<file path="src/scan_codes.svh">
`ifndef SCAN_CODES_SVH
`define SCAN_CODES_SVH

// decoded key events, break = make with bit 7 set

// digits 1 to 8
`define SC_MAKE_1          8'h16
`define SC_BREAK_1         8'h96
`define SC_MAKE_2          8'h1e
`define SC_BREAK_2         8'h9e
`define SC_MAKE_3          8'h26
`define SC_BREAK_3         8'ha6
`define SC_MAKE_4          8'h25
`define SC_BREAK_4         8'ha5
`define SC_MAKE_5          8'h2e
`define SC_BREAK_5         8'hae
`define SC_MAKE_6          8'h36
`define SC_BREAK_6         8'hb6
`define SC_MAKE_7          8'h3d
`define SC_BREAK_7         8'hbd
`define SC_MAKE_8          8'h3e
`define SC_BREAK_8         8'hbe

`define SC_MAKE_M          8'h3a   // slow motion
`define SC_BREAK_M         8'hba
`define SC_MAKE_SPACE      8'h29   // colour change
`define SC_BREAK_SPACE     8'ha9

// arrows, extended prefix already stripped
`define SC_MAKE_LEFT       8'h6b
`define SC_BREAK_LEFT      8'heb
`define SC_MAKE_RIGHT      8'h74
`define SC_BREAK_RIGHT     8'hf4
`define SC_MAKE_UP         8'h75
`define SC_BREAK_UP        8'hf5
`define SC_MAKE_DOWN       8'h72
`define SC_BREAK_DOWN      8'hf2

`endif
</file>
<file path="src/synth_lab_pkg.sv">
package synth_lab_pkg;

   ////////////////////////////////////////
   // screen geometry
   ////////////////////////////////////////
   localparam int SCREEN_W = 640;
   localparam int SCREEN_H = 480;
   localparam int COORD_W  = 10;

   typedef logic [COORD_W-1:0] coord_t;

   localparam int CURSOR_SIZE   = 8;     // side of the square
   localparam int CURSOR_HOME_X = 320;
   localparam int CURSOR_HOME_Y = 240;

   // noise bar rows, bar spans the full width
   localparam int NOISE_Y0 = 400;
   localparam int NOISE_H  = 16;

   ////////////////////////////////////////
   // colours
   ////////////////////////////////////////
   typedef struct packed {
      logic [7:0] r;
      logic [7:0] g;
      logic [7:0] b;
   } rgb24_t;

   typedef struct packed {
      logic [3:0] r;
      logic [3:0] g;
      logic [3:0] b;
   } rgb12_t;

   typedef logic [1:0] palette_idx_t;

   localparam rgb12_t CURSOR_PALETTE [4] = '{
      '{r: 4'hf, g: 4'hf, b: 4'hf},   // white
      '{r: 4'hf, g: 4'h0, b: 4'h0},   // red
      '{r: 4'h0, g: 4'hf, b: 4'h0},   // green
      '{r: 4'h0, g: 4'h0, b: 4'hf}    // blue
   };

   ////////////////////////////////////////
   // shared bundles
   ////////////////////////////////////////
   typedef struct packed {
      logic digit_1;
      logic digit_2;
      logic digit_3;
      logic digit_4;
      logic digit_5;
      logic digit_6;
      logic digit_7;
      logic digit_8;
      logic m;
      logic space;
      logic left;
      logic right;
      logic up;
      logic down;
      logic spare;   // never set
   } held_keys_t;

   typedef struct packed {
      coord_t       x;
      coord_t       y;
      palette_idx_t palette_idx;
   } cursor_state_t;

   typedef struct packed {
      coord_t x;
      coord_t y;
      rgb24_t bg;
   } pixel_req_t;

   // hit flags and sampled sources between the two stages
   typedef struct packed {
      rgb24_t     bg;
      logic       cursor_hit;
      logic       bar_hit;
      rgb12_t     cursor_rgb;
      logic [4:0] noise;
   } pixel_mid_t;

endpackage

</file>
<file path="src/synth_lab_top.sv">
`timescale 1ns/1ps

module synth_lab_top #(
   parameter int STEP_DIV    = 250000,
   parameter int SLOW_FACTOR = 4,
   parameter int LFSR_DIV    = 25000000
) (
   input  logic                         CLK_25MHZ,
   input  logic                         reset_from_key,
   input  logic [7:0]                   key_event,
   input  logic                         event_valid,
   input  synth_lab_pkg::pixel_req_t    pix_in,
   input  logic                         pix_in_valid,
   output logic                         pix_in_ready,
   output synth_lab_pkg::rgb24_t        pix_out,
   output logic                         pix_out_valid,
   input  logic                         pix_out_ready,
   output synth_lab_pkg::held_keys_t    held_keys,
   output synth_lab_pkg::cursor_state_t cursor_pos,
   output logic [4:0]                   lfsr_value
);

////////////////////////////////////////
// keyboard side
////////////////////////////////////////
key_hold_tracker u_key_hold_tracker (
   .CLK_25MHZ     (CLK_25MHZ),
   .reset_from_key(reset_from_key),
   .key_event     (key_event),
   .event_valid   (event_valid),
   .held          (held_keys)
);

cursor_mover #(
   .STEP_DIV   (STEP_DIV),
   .SLOW_FACTOR(SLOW_FACTOR)
) u_cursor_mover (
   .CLK_25MHZ     (CLK_25MHZ),
   .reset_from_key(reset_from_key),
   .held          (held_keys),
   .cursor        (cursor_pos)
);

lfsr_tick #(
   .LFSR_DIV(LFSR_DIV)
) u_lfsr_tick (
   .CLK_25MHZ     (CLK_25MHZ),
   .reset_from_key(reset_from_key),
   .lfsr_value    (lfsr_value)
);

////////////////////////////////////////
// pixel path
////////////////////////////////////////
pixel_compositor u_pixel_compositor (
   .CLK_25MHZ     (CLK_25MHZ),
   .reset_from_key(reset_from_key),
   .cursor        (cursor_pos),
   .lfsr_value    (lfsr_value),
   .pix_in        (pix_in),
   .pix_in_valid  (pix_in_valid),
   .pix_in_ready  (pix_in_ready),
   .pix_out       (pix_out),
   .pix_out_valid (pix_out_valid),
   .pix_out_ready (pix_out_ready)
);

endmodule

</file>
<file path="src/pixel_compositor.sv">
`timescale 1ns/1ps

module pixel_compositor (
   input  logic                         CLK_25MHZ,
   input  logic                         reset_from_key,
   input  synth_lab_pkg::cursor_state_t cursor,
   input  logic [4:0]                   lfsr_value,
   input  synth_lab_pkg::pixel_req_t    pix_in,
   input  logic                         pix_in_valid,
   output logic                         pix_in_ready,
   output synth_lab_pkg::rgb24_t        pix_out,
   output logic                         pix_out_valid,
   input  logic                         pix_out_ready
);

localparam synth_lab_pkg::coord_t CURSOR_LAST =
   synth_lab_pkg::coord_t'(synth_lab_pkg::CURSOR_SIZE - 1);
localparam synth_lab_pkg::coord_t BAR_TOP =
   synth_lab_pkg::coord_t'(synth_lab_pkg::NOISE_Y0);
localparam synth_lab_pkg::coord_t BAR_BOTTOM =
   synth_lab_pkg::coord_t'(synth_lab_pkg::NOISE_Y0 + synth_lab_pkg::NOISE_H - 1);

synth_lab_pkg::pixel_mid_t mid_in;
synth_lab_pkg::pixel_mid_t mid_out;
logic                      mid_valid;
logic                      mid_ready;
synth_lab_pkg::rgb24_t     colour;

////////////////////////////////////////
// stage 1, hit tests
////////////////////////////////////////
// cursor and lfsr get sampled with the request
always_comb
begin
   mid_in.bg         = pix_in.bg;
   mid_in.cursor_hit = (pix_in.x >= cursor.x) && (pix_in.x <= cursor.x + CURSOR_LAST)
                    && (pix_in.y >= cursor.y) && (pix_in.y <= cursor.y + CURSOR_LAST);
   mid_in.bar_hit    = (pix_in.y >= BAR_TOP) && (pix_in.y <= BAR_BOTTOM);
   mid_in.cursor_rgb = synth_lab_pkg::CURSOR_PALETTE[cursor.palette_idx];
   mid_in.noise      = lfsr_value;
end

pixel_stage #(
   .payload_t(synth_lab_pkg::pixel_mid_t)
) u_hit_stage (
   .CLK_25MHZ     (CLK_25MHZ),
   .reset_from_key(reset_from_key),
   .in_data       (mid_in),
   .in_valid      (pix_in_valid),
   .in_ready      (pix_in_ready),
   .out_data      (mid_out),
   .out_valid     (mid_valid),
   .out_ready     (mid_ready)
);

////////////////////////////////////////
// stage 2, priority colour select
////////////////////////////////////////
always_comb
begin
   if (mid_out.cursor_hit)
      colour = '{r: {mid_out.cursor_rgb.r, 4'h0},
                 g: {mid_out.cursor_rgb.g, 4'h0},
                 b: {mid_out.cursor_rgb.b, 4'h0}};
   else if (mid_out.bar_hit)
      colour = '{r: 8'hff, g: {mid_out.noise, 3'b000}, b: 8'h00};   // noise in green
   else
      colour = mid_out.bg;
end

pixel_stage #(
   .payload_t(synth_lab_pkg::rgb24_t)
) u_colour_stage (
   .CLK_25MHZ     (CLK_25MHZ),
   .reset_from_key(reset_from_key),
   .in_data       (colour),
   .in_valid      (mid_valid),
   .in_ready      (mid_ready),
   .out_data      (pix_out),
   .out_valid     (pix_out_valid),
   .out_ready     (pix_out_ready)
);

endmodule

</file>
<file path="src/pixel_stage.sv">
`timescale 1ns/1ps

module pixel_stage #(
   parameter type payload_t = logic [7:0]
) (
   input  logic     CLK_25MHZ,
   input  logic     reset_from_key,
   input  payload_t in_data,
   input  logic     in_valid,
   output logic     in_ready,
   output payload_t out_data,
   output logic     out_valid,
   input  logic     out_ready
);

// open when empty or when the held item leaves this cycle
assign in_ready = !out_valid || out_ready;

always_ff @(posedge CLK_25MHZ)
begin
   if (reset_from_key)
      out_valid <= 1'b0;
   else if (in_ready)
      out_valid <= in_valid;
end

// payload only moves on a transfer, holds while stalled
always_ff @(posedge CLK_25MHZ)
begin
   if (in_ready && in_valid)
      out_data <= in_data;
end

endmodule

</file>
<file path="src/lfsr_tick.sv">
`timescale 1ns/1ps

module lfsr_tick #(
   parameter int LFSR_DIV = 25000000
) (
   input  logic       CLK_25MHZ,
   input  logic       reset_from_key,
   output logic [4:0] lfsr_value
);

localparam int CNT_W = $clog2(LFSR_DIV + 1);

logic [CNT_W-1:0] div_count;
logic             tick;

// terminal count, one tick per LFSR_DIV cycles
assign tick = (div_count == CNT_W'(LFSR_DIV - 1));

always_ff @(posedge CLK_25MHZ)
begin
   if (reset_from_key)
      div_count <= '0;
   else if (tick)
      div_count <= '0;
   else
      div_count <= div_count + 1'b1;
end

////////////////////////////////////////
// 5-bit fibonacci lfsr, x^5 + x^3 + 1
////////////////////////////////////////
always_ff @(posedge CLK_25MHZ)
begin
   if (reset_from_key)
      lfsr_value <= 5'd1;   // seed, any nonzero works
   else if (tick)
      lfsr_value <= {lfsr_value[3:0], lfsr_value[4] ^ lfsr_value[2]};
end

endmodule

</file>
<file path="src/cursor_mover.sv">
`timescale 1ns/1ps

module cursor_mover #(
   parameter int STEP_DIV    = 250000,
   parameter int SLOW_FACTOR = 4
) (
   input  logic                         CLK_25MHZ,
   input  logic                         reset_from_key,
   input  synth_lab_pkg::held_keys_t    held,
   output synth_lab_pkg::cursor_state_t cursor
);

localparam int SLOW_DIV = STEP_DIV * SLOW_FACTOR;
localparam int DIV_W    = $clog2(SLOW_DIV + 1);

// largest top-left corner that keeps the square on screen
localparam synth_lab_pkg::coord_t X_MAX =
   synth_lab_pkg::coord_t'(synth_lab_pkg::SCREEN_W - synth_lab_pkg::CURSOR_SIZE);
localparam synth_lab_pkg::coord_t Y_MAX =
   synth_lab_pkg::coord_t'(synth_lab_pkg::SCREEN_H - synth_lab_pkg::CURSOR_SIZE);

logic [DIV_W-1:0]            div_count;
logic [DIV_W-1:0]            div_limit;
logic                        m_q;
logic                        m_change;
logic                        step;
logic                        space_q;
synth_lab_pkg::coord_t       pos_x;
synth_lab_pkg::coord_t       pos_y;
synth_lab_pkg::palette_idx_t palette_idx;

////////////////////////////////////////
// step divider
////////////////////////////////////////
assign div_limit = held.m ? DIV_W'(SLOW_DIV - 1) : DIV_W'(STEP_DIV - 1);
assign m_change  = held.m ^ m_q;
assign step      = !m_change && (div_count == div_limit);   // no step on mode switch

always_ff @(posedge CLK_25MHZ)
begin
   if (reset_from_key)
   begin
      div_count <= '0;
      m_q       <= 1'b0;
   end
   else
   begin
      m_q <= held.m;
      if (m_change || step)
         div_count <= '0;   // count restarts when m toggles
      else
         div_count <= div_count + 1'b1;
   end
end

////////////////////////////////////////
// position, clamped at the edges
////////////////////////////////////////
always_ff @(posedge CLK_25MHZ)
begin
   if (reset_from_key)
   begin
      pos_x <= synth_lab_pkg::coord_t'(synth_lab_pkg::CURSOR_HOME_X);
      pos_y <= synth_lab_pkg::coord_t'(synth_lab_pkg::CURSOR_HOME_Y);
   end
   else if (step)
   begin
      // opposite keys cancel
      if (held.left && !held.right && pos_x != '0)
         pos_x <= pos_x - 1'b1;
      else if (held.right && !held.left && pos_x < X_MAX)
         pos_x <= pos_x + 1'b1;

      if (held.up && !held.down && pos_y != '0)
         pos_y <= pos_y - 1'b1;   // screen y grows downward
      else if (held.down && !held.up && pos_y < Y_MAX)
         pos_y <= pos_y + 1'b1;
   end
end

// palette index steps on each space press, wraps 3 -> 0
always_ff @(posedge CLK_25MHZ)
begin
   if (reset_from_key)
   begin
      space_q     <= 1'b0;
      palette_idx <= '0;
   end
   else
   begin
      space_q <= held.space;
      if (held.space && !space_q)
         palette_idx <= palette_idx + 1'b1;
   end
end

assign cursor = '{x: pos_x, y: pos_y, palette_idx: palette_idx};

endmodule

</file>
<file path="src/key_hold_tracker.sv">
`timescale 1ns/1ps
`include "scan_codes.svh"

module key_hold_tracker (
   input  logic                      CLK_25MHZ,
   input  logic                      reset_from_key,
   input  logic [7:0]                key_event,
   input  logic                      event_valid,
   output synth_lab_pkg::held_keys_t held
);

////////////////////////////////////////
// held-key bitmap
////////////////////////////////////////
// one bit changes per event, spare bit only ever sees reset
always_ff @(posedge CLK_25MHZ)
begin
   if (reset_from_key)
   begin
      held <= '0;
   end
   else if (event_valid)
   begin
      case (key_event)
         `SC_MAKE_1:      held.digit_1 <= 1'b1;
         `SC_BREAK_1:     held.digit_1 <= 1'b0;
         `SC_MAKE_2:      held.digit_2 <= 1'b1;
         `SC_BREAK_2:     held.digit_2 <= 1'b0;
         `SC_MAKE_3:      held.digit_3 <= 1'b1;
         `SC_BREAK_3:     held.digit_3 <= 1'b0;
         `SC_MAKE_4:      held.digit_4 <= 1'b1;
         `SC_BREAK_4:     held.digit_4 <= 1'b0;
         `SC_MAKE_5:      held.digit_5 <= 1'b1;
         `SC_BREAK_5:     held.digit_5 <= 1'b0;
         `SC_MAKE_6:      held.digit_6 <= 1'b1;
         `SC_BREAK_6:     held.digit_6 <= 1'b0;
         `SC_MAKE_7:      held.digit_7 <= 1'b1;
         `SC_BREAK_7:     held.digit_7 <= 1'b0;
         `SC_MAKE_8:      held.digit_8 <= 1'b1;
         `SC_BREAK_8:     held.digit_8 <= 1'b0;

         // motion modifiers
         `SC_MAKE_M:      held.m       <= 1'b1;
         `SC_BREAK_M:     held.m       <= 1'b0;
         `SC_MAKE_SPACE:  held.space   <= 1'b1;
         `SC_BREAK_SPACE: held.space   <= 1'b0;

         // arrows
         `SC_MAKE_LEFT:   held.left    <= 1'b1;
         `SC_BREAK_LEFT:  held.left    <= 1'b0;
         `SC_MAKE_RIGHT:  held.right   <= 1'b1;
         `SC_BREAK_RIGHT: held.right   <= 1'b0;
         `SC_MAKE_UP:     held.up      <= 1'b1;
         `SC_BREAK_UP:    held.up      <= 1'b0;
         `SC_MAKE_DOWN:   held.down    <= 1'b1;
         `SC_BREAK_DOWN:  held.down    <= 1'b0;

         default:
         begin
            // unknown code, map untouched
         end
      endcase
   end
end

endmodule

</file>
<file path="config.mk">
export PLATFORM = sky130hd
export DESIGN_NAME = synth_lab_top
export DESIGN_NICKNAME = d
export VERILOG_FILES = /design/src/synth_lab_pkg.sv /design/src/synth_lab_top.sv /design/src/pixel_compositor.sv /design/src/pixel_stage.sv /design/src/lfsr_tick.sv /design/src/cursor_mover.sv /design/src/key_hold_tracker.sv
export VERILOG_INCLUDE_DIRS = /design/src /design/src/src
export SDC_FILE = /design/constraint.sdc
export NUM_CORES = 1
export LEC_CHECK = 0
export ABC_AREA = 1
export BUFFER_PORTS_ARGS = -buffer_cell sky130_fd_sc_hd__buf_2
export CAP_MARGIN = 40
export CORE_AREA = 3 3 128 130
export DETAILED_ROUTE_END_ITERATION = 7
export DIE_AREA = 0 0 131 133
export PLACE_DENSITY = 0.84
export RECOVER_POWER = 25
export SLEW_MARGIN = 10
export SYNTH_ARGS = -nofsm -noshare
export SYNTH_HDL_FRONTEND = slang
export SYNTH_SLANG_ARGS = --single-unit
</file>
<file path="constraint.sdc">
create_clock -name CLK_25MHZ -period 3 [get_ports CLK_25MHZ]
set_clock_uncertainty 0.2 [all_clocks]
set_input_delay 0.6 -clock CLK_25MHZ [delete_from_list [all_inputs] [get_ports CLK_25MHZ]]
set_output_delay 0.6 -clock CLK_25MHZ [all_outputs]
set_load 0.05 [all_outputs]
</file>
* Yosys cells after proc, flatten, opt, wreduce, memory -nomap -nowiden
Index checks and enable logic that the tools add are counted.
Storage, ports and cells: register bits after elaboration 157, output and inout bits 68, bits of input ports 57, word-level logic and storage cells 179
Operators by class: $lt $le $gt $ge 9, equal/unequal tests 30, mux-type cells 24, reductions and logical operators 64, $add $sub $neg 9, bitwise logic cells 3
Operators with widths (count):
- $eq 8x8->1 const B | 14
- $eq 8x6->1 const B | 8
- $mux 24 | 2
- $mux 10 | 4
- $eq 8x7->1 const B | 4
- $reduce_and 2->1 | 16
- $reduce_bool 2->1 | 16
- $pmux 1 s2 | 14
- $add 25x1->25 const B | 1
- $eq 25x25->1 const B | 1
- $bmux 12 s2 | 1
- $mux 12 | 2
- $add 10x1->10 const B | 2
- $add 10x3->10 const B | 2
- $add 20x1->20 const B | 1
- $eq 20x20->1 | 1
- $ge 10x10->1 | 2
- $le 10x10->1 | 2
- $mux 20 | 1
- $reduce_bool 10->1 | 2
- $sub 10x1->10 const B | 2
- $eq 8x5->1 const B | 2
- $logic_and 1x1->1 | 16
- $ge 10x9->1 const B | 1
- other kinds (10) | 22

* Depth between registers and ports, before layout
Gate-level depths: netlist of the first run.
depth in word-level cells 5, gate-level depth with buffers 20, gate-level depth less buffers 20

* Cells and area by module
Synthesis of the first run repeated with hierarchy kept, for this count alone.
Second synthesis, totals: cells, all modules 1232, area, all modules 9354.0 um^2
By module, submodules not included:
- cursor_mover | sequential area each 880.8 um^2, area an instance 3144.3 um^2, cells each 493, instances 1
- pixel_compositor | sequential area each 0.0 um^2, area an instance 1650.3 um^2, cells each 278, instances 1
- lfsr_tick | sequential area each 600.6 um^2, area an instance 1604.0 um^2, cells each 238, instances 1
- pixel_stage (u_pixel_compositor.u_hit_stage) | sequential area each 1311.3 um^2, area an instance 1338.8 um^2, cells each 49, instances 1
- key_hold_tracker | sequential area each 280.3 um^2, area an instance 848.3 um^2, cells each 144, instances 1
- pixel_stage (u_pixel_compositor.u_colour_stage) | sequential area each 740.7 um^2, area an instance 768.2 um^2, cells each 30, instances 1

* Worst setup path before layout of the first run
Ideal clock, no wire load.
kind register to register, from register u_cursor_mover.pos_y[0], to register u_cursor_mover.pos_y[9], data arrival time 2.642 ns, period minus slack after synthesis 2.976 ns, slack 0.024 ns, stages on the path, launching flop included 21, library setup time 0.134 ns, required time 2.666 ns, cells stage by stage dfxtp_1 > inv_1 > ha_1 > nand2_1 > nor2_1 > nand2_1 > nand2_1 > inv_1 > ha_1 > nand2_1 > inv_1 > nand2_1 > nand2_1 > nand2_1 > nand2_1 > nor2_1 > inv_1 > nand2_1 > nand2_1 > nand2_1 > a21oi_1
On the way: longest elaborated chain between the ends 4, elaborated cells on any way between the ends 10, classes of those cells 2 x add/sub; 1 x order compare; 2 x mux; 5 x reduce/logical
Ends and longest elaborated chain:
- start: declaration | line cursor_mover.sv:29 | synth_lab_pkg::coord_t pos_y;
- start signal: assignment | line cursor_mover.sv:64 | pos_y <= synth_lab_pkg::coord_t'(synth_lab_pkg::CURSOR_HOME_Y);
- start signal: assignment | line cursor_mover.sv:75 | pos_y <= pos_y - 1'b1;
- start signal: assignment | line cursor_mover.sv:77 | pos_y <= pos_y + 1'b1;
- $lt 10x9->1 / $reduce_bool 10->1 (equally long branches) | line cursor_mover.sv:76, cursor_mover.sv:74
- $logic_and 1x1->1, on equally long branches | line cursor_mover.sv:76, cursor_mover.sv:74
- $reduce_bool 2->1 (no source line)
- $reduce_and 2->1 (no source line)
Several ways; a longest one is shown, not always the timed one. The select of a mux whose other input is x is not followed. A chain may end at the register's enable or synchronous reset.

==> results of run 1 <==
==> critical path, cell delays in order, from the launching register on <==
cell and delay (ns):
dfxtp_1 0.34, inv_1 0.11, nor4_2 0.33, nand2_1 0.14
nor3_2 0.15, xor2_1 0.16, inv_1 0.06, ha_1 0.28
nand2_1 0.07, nor2_1 0.20, o211ai_1 0.12, nand3_1 0.09
nand2_1 0.11, nand3_1 0.11, nor2_1 0.04
==> state kept, by name (all words and copies together) (netlist names) <==
signal,flops
u_cursor_mover.div_count,20
u_cursor_mover.m_q,1
u_cursor_mover.palette_idx,2
u_cursor_mover.pos_x,10
u_cursor_mover.pos_y,10
u_cursor_mover.space_q,1
u_key_hold_tracker.held,14
u_lfsr_tick.div_count,25
u_lfsr_tick.lfsr_value,5
u_pixel_compositor.u_colour_stage.out_data,24
u_pixel_compositor.u_colour_stage.out_valid,1
u_pixel_compositor.u_hit_stage.out_data,34
u_pixel_compositor.u_hit_stage.out_valid,1
==> report_power, final <==
group | internal [mW] | leakage [nW] | switching, mW
sequential | 2.14 | 1.27 | 0.0207
clock | 1.20 | 0.292 | 0.954
combinational | 0.0937 | 2.90 | 0.219
==> cells by family after synthesis <==
| family | synth area share, % |
|---|---|
| and+or+nand+nor | 30.25 |
| buffers and inverters | 7.431 |
| DFF | 40.24 |
| AOI/OAI and AO/OA | 8.056 |
| adders and majority gates | 9.406 |
| xor gates and xnor gates | 4.575 |
| other | 0.04258 |
==> worst min path at each step <==
stage,slack (ns),to,cells past startpoint
3_3_place_gp,0.23,u_lfsr_tick.div_count[0]$_SDFF_PP0_,1
5_1_grt,0.13,u_pixel_compositor.u_hit_stage.out_data[22]$_DFFE_PP_,1
6_report,0.15,u_pixel_compositor.u_hit_stage.out_data[33]$_DFFE_PP_,1
4_1_cts,0.14,u_pixel_compositor.u_hit_stage.out_data[22]$_DFFE_PP_,1
2_1_floorplan,0.22,u_lfsr_tick.div_count[0]$_SDFF_PP0_,1
3_5_place_dp,0.24,u_lfsr_tick.div_count[0]$_SDFF_PP0_,1
==> through the flow <==
| stage | power [mW] | instance area, sq um | util (%) | cells | TNS, ns |
|---|---|---|---|---|---|
| 6_report | 4.628 | 10280 | 67.37 | 1479 | 0 |
| 2_1_floorplan | 2.408 | 8806 | - | 1118 | 0 |
| 5_1_grt | 4.773 | 10280 | 67.37 | 1479 | -0.02210 |
| 3_3_place_gp | 2.506 | 9674 | 63.40 | 1445 | 0 |
| 3_5_place_dp | 2.517 | 9674 | 63.40 | 1445 | 0 |
| 4_1_cts | 4.653 | 10280 | 67.37 | 1477 | 0 |
==> per-layer routing <==
layer  GRT usage [%]  vias up  routed length [microns]
met5               0        -                       36
met4           8.743        6                      586
met3           6.904       57                     1794
met2           42.78      312                    10530
met1           31.59     3651                     9288
li1                -     3963                        -
==> cell usage after synthesis, types with 2 or more instances <==
master | count | share of area, %
o211ai_1 | 4 | 0.34
buf_6 | 3 | 0.38
nand3b_1 | 5 | 0.43
a31oi_1 | 5 | 0.36
ha_1 | 63 | 9.0
nor2_4 | 8 | 1.0
nor2_1 | 158 | 6.7
dfxtp_1 | 90 | 20
buf_2 | 4 | 0.23
nand2_1 | 248 | 11
nor3_1 | 29 | 1.6
clkbuf_1 | 7 | 0.30
nand4_2 | 3 | 0.43
nand3_2 | 3 | 0.34
edfxtp_1 | 58 | 20
o21ai_2 | 2 | 0.20
nand2_4 | 2 | 0.26
o221a_2 | 2 | 0.26
fa_1 | 2 | 0.45
nor3b_2 | 2 | 0.28
o21bai_1 | 2 | 0.17
o21ai_1 | 3 | 0.17
nor2_2 | 4 | 0.28
nand3_1 | 51 | 2.9
o2111ai_1 | 2 | 0.20
a211oi_1 | 2 | 0.17
inv_1 | 127 | 5.4
o21ai_0 | 29 | 1.6
nor4_1 | 4 | 0.28
xor2_1 | 35 | 3.5
inv_2 | 12 | 0.51
or2_0 | 2 | 0.14
buf_4 | 7 | 0.60
nor3b_1 | 6 | 0.51
o31ai_1 | 4 | 0.34
a21oi_1 | 64 | 3.6
nor3_2 | 6 | 0.68
nand2_2 | 4 | 0.28
xnor2_1 | 11 | 1.1
or2_2 | 6 | 0.43
nor4_2 | 4 | 0.57
nor3_4 | 3 | 0.55
nand4_1 | 23 | 1.6
==> area by class of cell <==
cell class                 instances  area [sq um]  area share (%)
timing repair buffer             137         725.7           7.059
inverter                         139         521.8           5.075
clock buffer                      17         425.4           4.138
multi-input combinational        810          4614           44.89
tap                              211         264.0           2.568
sequential                       148          3543           34.47
antenna                            2         5.005         0.04869
clock inverter                    15         180.2           1.753
==> results.md, run 1 <==
- Final setup vio count: 0
- CTS H-tree lvls: 4
- Die Area: 17,420 sq um
- Max-cap violations: 0
- Pwr Density: 450.2 nW/um^2
- DRT iter0 DRCs: 537
- Wirelength, routed: 22.24 mm
- Seq/Total Area, Yosys: 40.24%
- Pre-antenna DRT Iters: 5
- WL/cell: 15.04 microns
- Synth warnings: 0
- Grt total ovfl: 0
- Dpl hpwl: 16.39 mm
- Final #Nets: 1,375
- Leading cell types in the layout, fill and taps excluded: nand2_1, nor2_1, inv_1
- Clock slew at reported path FFs: 0.07 ns
- Tcrit/Tclk final: 92.19%
- CP Launch Type: register
- Min-delay src: pix_in[14]
- Final setup margin: 0.2344 ns
- IO buf count: 123
- Resize count post-CTS: 0
- Fmax: 361.6 MHz
- Status: complete, no violations
- Distinct cells, synth: 52
- CP Max Fanout: 5
- Slew @ Worst Pin: 1.191 ns
- Commonest non-fill, non-tap cell in the layout: nand2_1
- Min Tclk post-route: 2.766 ns
- TritonCTS Buffers: 17
- Crit Path Category: register to register
- Crit path capture: u_pixel_compositor.u_hit_stage.out_data[18]$_DFFE_PP_
- Largest net degree at the start of global routing: 26
- CTS Hold Bufs: 0
- Reg2reg end: u_pixel_compositor.u_hit_stage.out_data[18]$_DFFE_PP_
- Drt drc: 0
- Ratio of cells with drive above 1 in the final layout: 18.33%
- R2r worst-path depth: 14
- Placer Congestion: 0.9574
- Syn nets: 1,240
- Root buf cell: clkbuf_16
- Worst Path Arrival: 2.74 ns
- Final hold slack: 0.1464 ns
- Chip height: 133 microns
- Via count: 7,989
- Most used DFF post-synth: dfxtp_1
- Number of synthesized flops with an enable pin: 58
- Initial antenna violation count: 5
- DP Worst Slack: 0.1727 ns
- CP required: 2.98 ns
- Gr usage total: 25.59%
- Worst min path class: input port to register
- Routed vias/inst: 5.402
- Vias in the first global route: 7,624
- Syn Std Cell Area: 8806 sq um
- FILL cells: 1,229
- Post-CTS Setup Bufs: 0
- Number of synthesized register bits: 148
- CP endpoint kind: register
- Mean Syn Cell Area: 7.877 sq um
- Clock Latency Late Sink: 0.43 ns
- Core area: 15,260 sq um
- Leak: 4.470 nW
- Area grow syn2layout: 16.74%
- Reg2reg start: u_cursor_mover.pos_x[3]$_SDFFE_PP0P_
- Fin. Hold Viols: 0
- Initial Util: 57.71%
- Peak VDD IR: 0.4113 mV
- Slew HR: 20.62%
- Row Count: 45
- CTS sink cnt: 148
- Worst setup startpoint: u_cursor_mover.pos_x[3]$_SDFFE_PP0P_
- Pins Over Slew Limit: 0
- I/O Pins: 125
- Die W: 131 microns
- Mapped Cells: 1,118
- Post-synth ARST share: 0%
- Flop-to-flop setup slack: 0.23 ns
- Max Buffers Root-to-Sink: 2
- TritonCTS clock tree: built
- First-pass GRT wire length: 35.91 mm
- Antenna Nets Post-Route: 0
Power figures use the tool's default switching activity.
==> run 2: changes to the inputs <==
BUFFER_PORTS_ARGS = -buffer_cell sky130_fd_sc_hd__clkbuf_2   (was -buffer_cell sky130_fd_sc_hd__buf_2)
==> results.md, run 2 (synthesis gave the netlist of run 1 again) <==
- Slew @ Worst Pin: 1.196 ns
- Routed vias/inst: 5.302
- CP Max Fanout: 8
- Drt drc: 0
- CTS Hold Bufs: 0
- Dpl cells: 1,445
- Leading cell types in the layout, fill and taps excluded: nand2_1, nor2_1, inv_1
- Largest net degree at the start of global routing: 27
- Dpl hpwl: 16.60 mm
- Slew HR: 20.29%
- Top flop regs: u_pixel_compositor.u_hit_stage.out_data x34, u_lfsr_tick.div_count x25, u_pixel_compositor.u_colour_stage.out_data x24
- Initial antenna violation count: 3
- Diodes inserted: 0
- Depth of the worst hold-timing path: 1
- Chip height: 133 microns
- Ratio of cells with drive above 1 in the final layout: 18.33%
- Setup TNS: 0 ns
- Max reg flops: 34
- Worst min path class: input port to register
- TritonCTS clock tree: built
- Clock Latency Late Sink: 0.43 ns
- Pwr Density: 447.5 nW/um^2
- Status: complete, no violations
- Crit path buffers/inverters: 2
- CTS sink cnt: 148
- CP top delay family: compound AO/OA/AOI/OAI gates
- Antenna Nets Post-Route: 0
- DRT iter0 DRCs: 472
- Row Count: 45
- Gr usage total: 25.17%
- CP Launch Type: register
- Wirelength, routed: 21.75 mm
- Post-CTS Setup Bufs: 0
- Initial Util: 57.71%
- Via count: 7,831
- R2r worst-path depth: 13
- Worst Path Arrival: 2.94 ns
- Post-route insts no fill: 1,477
- Max Buffers Root-to-Sink: 2
- Area grow syn2layout: 16.99%
- Pins Over Slew Limit: 0
- Placer Congestion: 0.9630
- First-pass GRT wire length: 35.46 mm
- Clock slew at reported path FFs: 0.07 ns
- TritonCTS Buffers: 17
- WL/cell: 14.73 microns
- CP required: 3.16 ns
- Slowest CP cell: ha_1
- Final #Nets: 1,375
- Commonest non-fill, non-tap cell in the layout: nand2_1
- Final hold slack: 0.1440 ns
- Crit-path cells: inv_1 -> ha_1 -> nand3_1 -> o21ai_2 -> inv_2 -> ha_1 -> nand2_1 -> o21ai_0 -> nand4_1 -> nand2_1 -> xor2_1 -> nand2_1 -> nand3_1
- Leak: 4.460 nW
- Min Tclk post-route: 2.784 ns
- Fmax: 359.2 MHz
- IO buf count: 123
- Max-cap violations: 0
- Die W: 131 microns
- Fin. Hold Viols: 0
- CP endpoint kind: register
- Die Area: 17,420 sq um
- Vias in the first global route: 7,504
- Most frequent CP cell: nand2_1
- Final setup vio count: 0
- I/O Pins: 125
- Most flops, register: u_pixel_compositor.u_hit_stage.out_data
- Pre-antenna DRT Iters: 5
- Tcrit/Tclk final: 92.80%
- Critical path's largest stage delay: 0.38 ns
- Core area: 15,260 sq um
- Root buf cell: clkbuf_16
- Peak VDD IR: 0.4080 mV
- Tot Pwr: 4.611 mW
- Grt total ovfl: 0
- CTS H-tree lvls: 4
- Crit Path Category: register to register
- Critical path depth: 13
==> run 2: changes by cell type in the layout (fill, tap and decap cells not counted), moves of 3 or more <==
cell / previous run / this run
clkinv_4: 0 / 3
buf_2: 120 / 0
clkbuf_2: 0 / 120
inv_6: 4 / 1
clkinv_8: 2 / 5
==> run 2: per-layer routing <==
layer | part of all wire [%] | vias to the layer above | track usage [%]
li1 | - | 3949 | -
met4 | 2.1 | 6 | 8.571
met2 | 47 | 255 | 40.97
met3 | 7.7 | 45 | 6.823
met1 | 43 | 3576 | 32.05
met5 | 0.19 | - | 0
==> run 2: cell type report <==
type | count | area [sq um]
clock inverter | 15 | 183.9
sequential | 148 | 3543
tap | 211 | 264.0
fill | 1228 | 4956
multi-input combinational | 810 | 4642
timing repair buffer | 137 | 721.9
clock buffer | 17 | 425.4
inverter | 139 | 521.8
==> run 2: power by group <==
| part | leakage, nW | switching (mW) | internal, mW |
|---|---|---|---|
| sequential | 1.27 | 0.0222 | 2.14 |
| clock | 0.297 | 1.01 | 1.13 |
| combinational | 2.89 | 0.216 | 0.0918 |
==> run 2: through the flow <==
step	utilization (%)	instance area, sq um	worst slack (ns)
2_1_floorplan	-	8806	0.02439
3_3_place_gp	63.40	9674	0.2509
3_5_place_dp	63.40	9674	0.09269
4_1_cts	67.40	10280	0.07257
5_1_grt	67.52	10300	-0.01426
6_report	67.52	10300	0.2161
==> run 2: path summary, 6_finish.rpt <==
path,start,end,slack (ns)
max,u_cursor_mover.pos_x[1]$_SDFFE_PP0P_,u_cursor_mover.pos_x[8]$_SDFFE_PP1P_,0.22
min,pix_in[14],u_pixel_compositor.u_hit_stage.out_data[33]$_DFFE_PP_,0.14
max reg2reg,u_cursor_mover.pos_x[1]$_SDFFE_PP0P_,u_cursor_mover.pos_x[8]$_SDFFE_PP1P_,0.22
min reg2reg,u_lfsr_tick.div_count[0]$_SDFF_PP0_,u_lfsr_tick.div_count[0]$_SDFF_PP0_,0.27
==> run 2: repair_timing <==
| action | 4_1_cts | 5_1_grt |
|---|---|---|
| endpoints found under the hold margin | 0 | 0 |
| endpoints found under the setup margin | 0 | 10 |
| gates resized for setup | 0 | 9 |
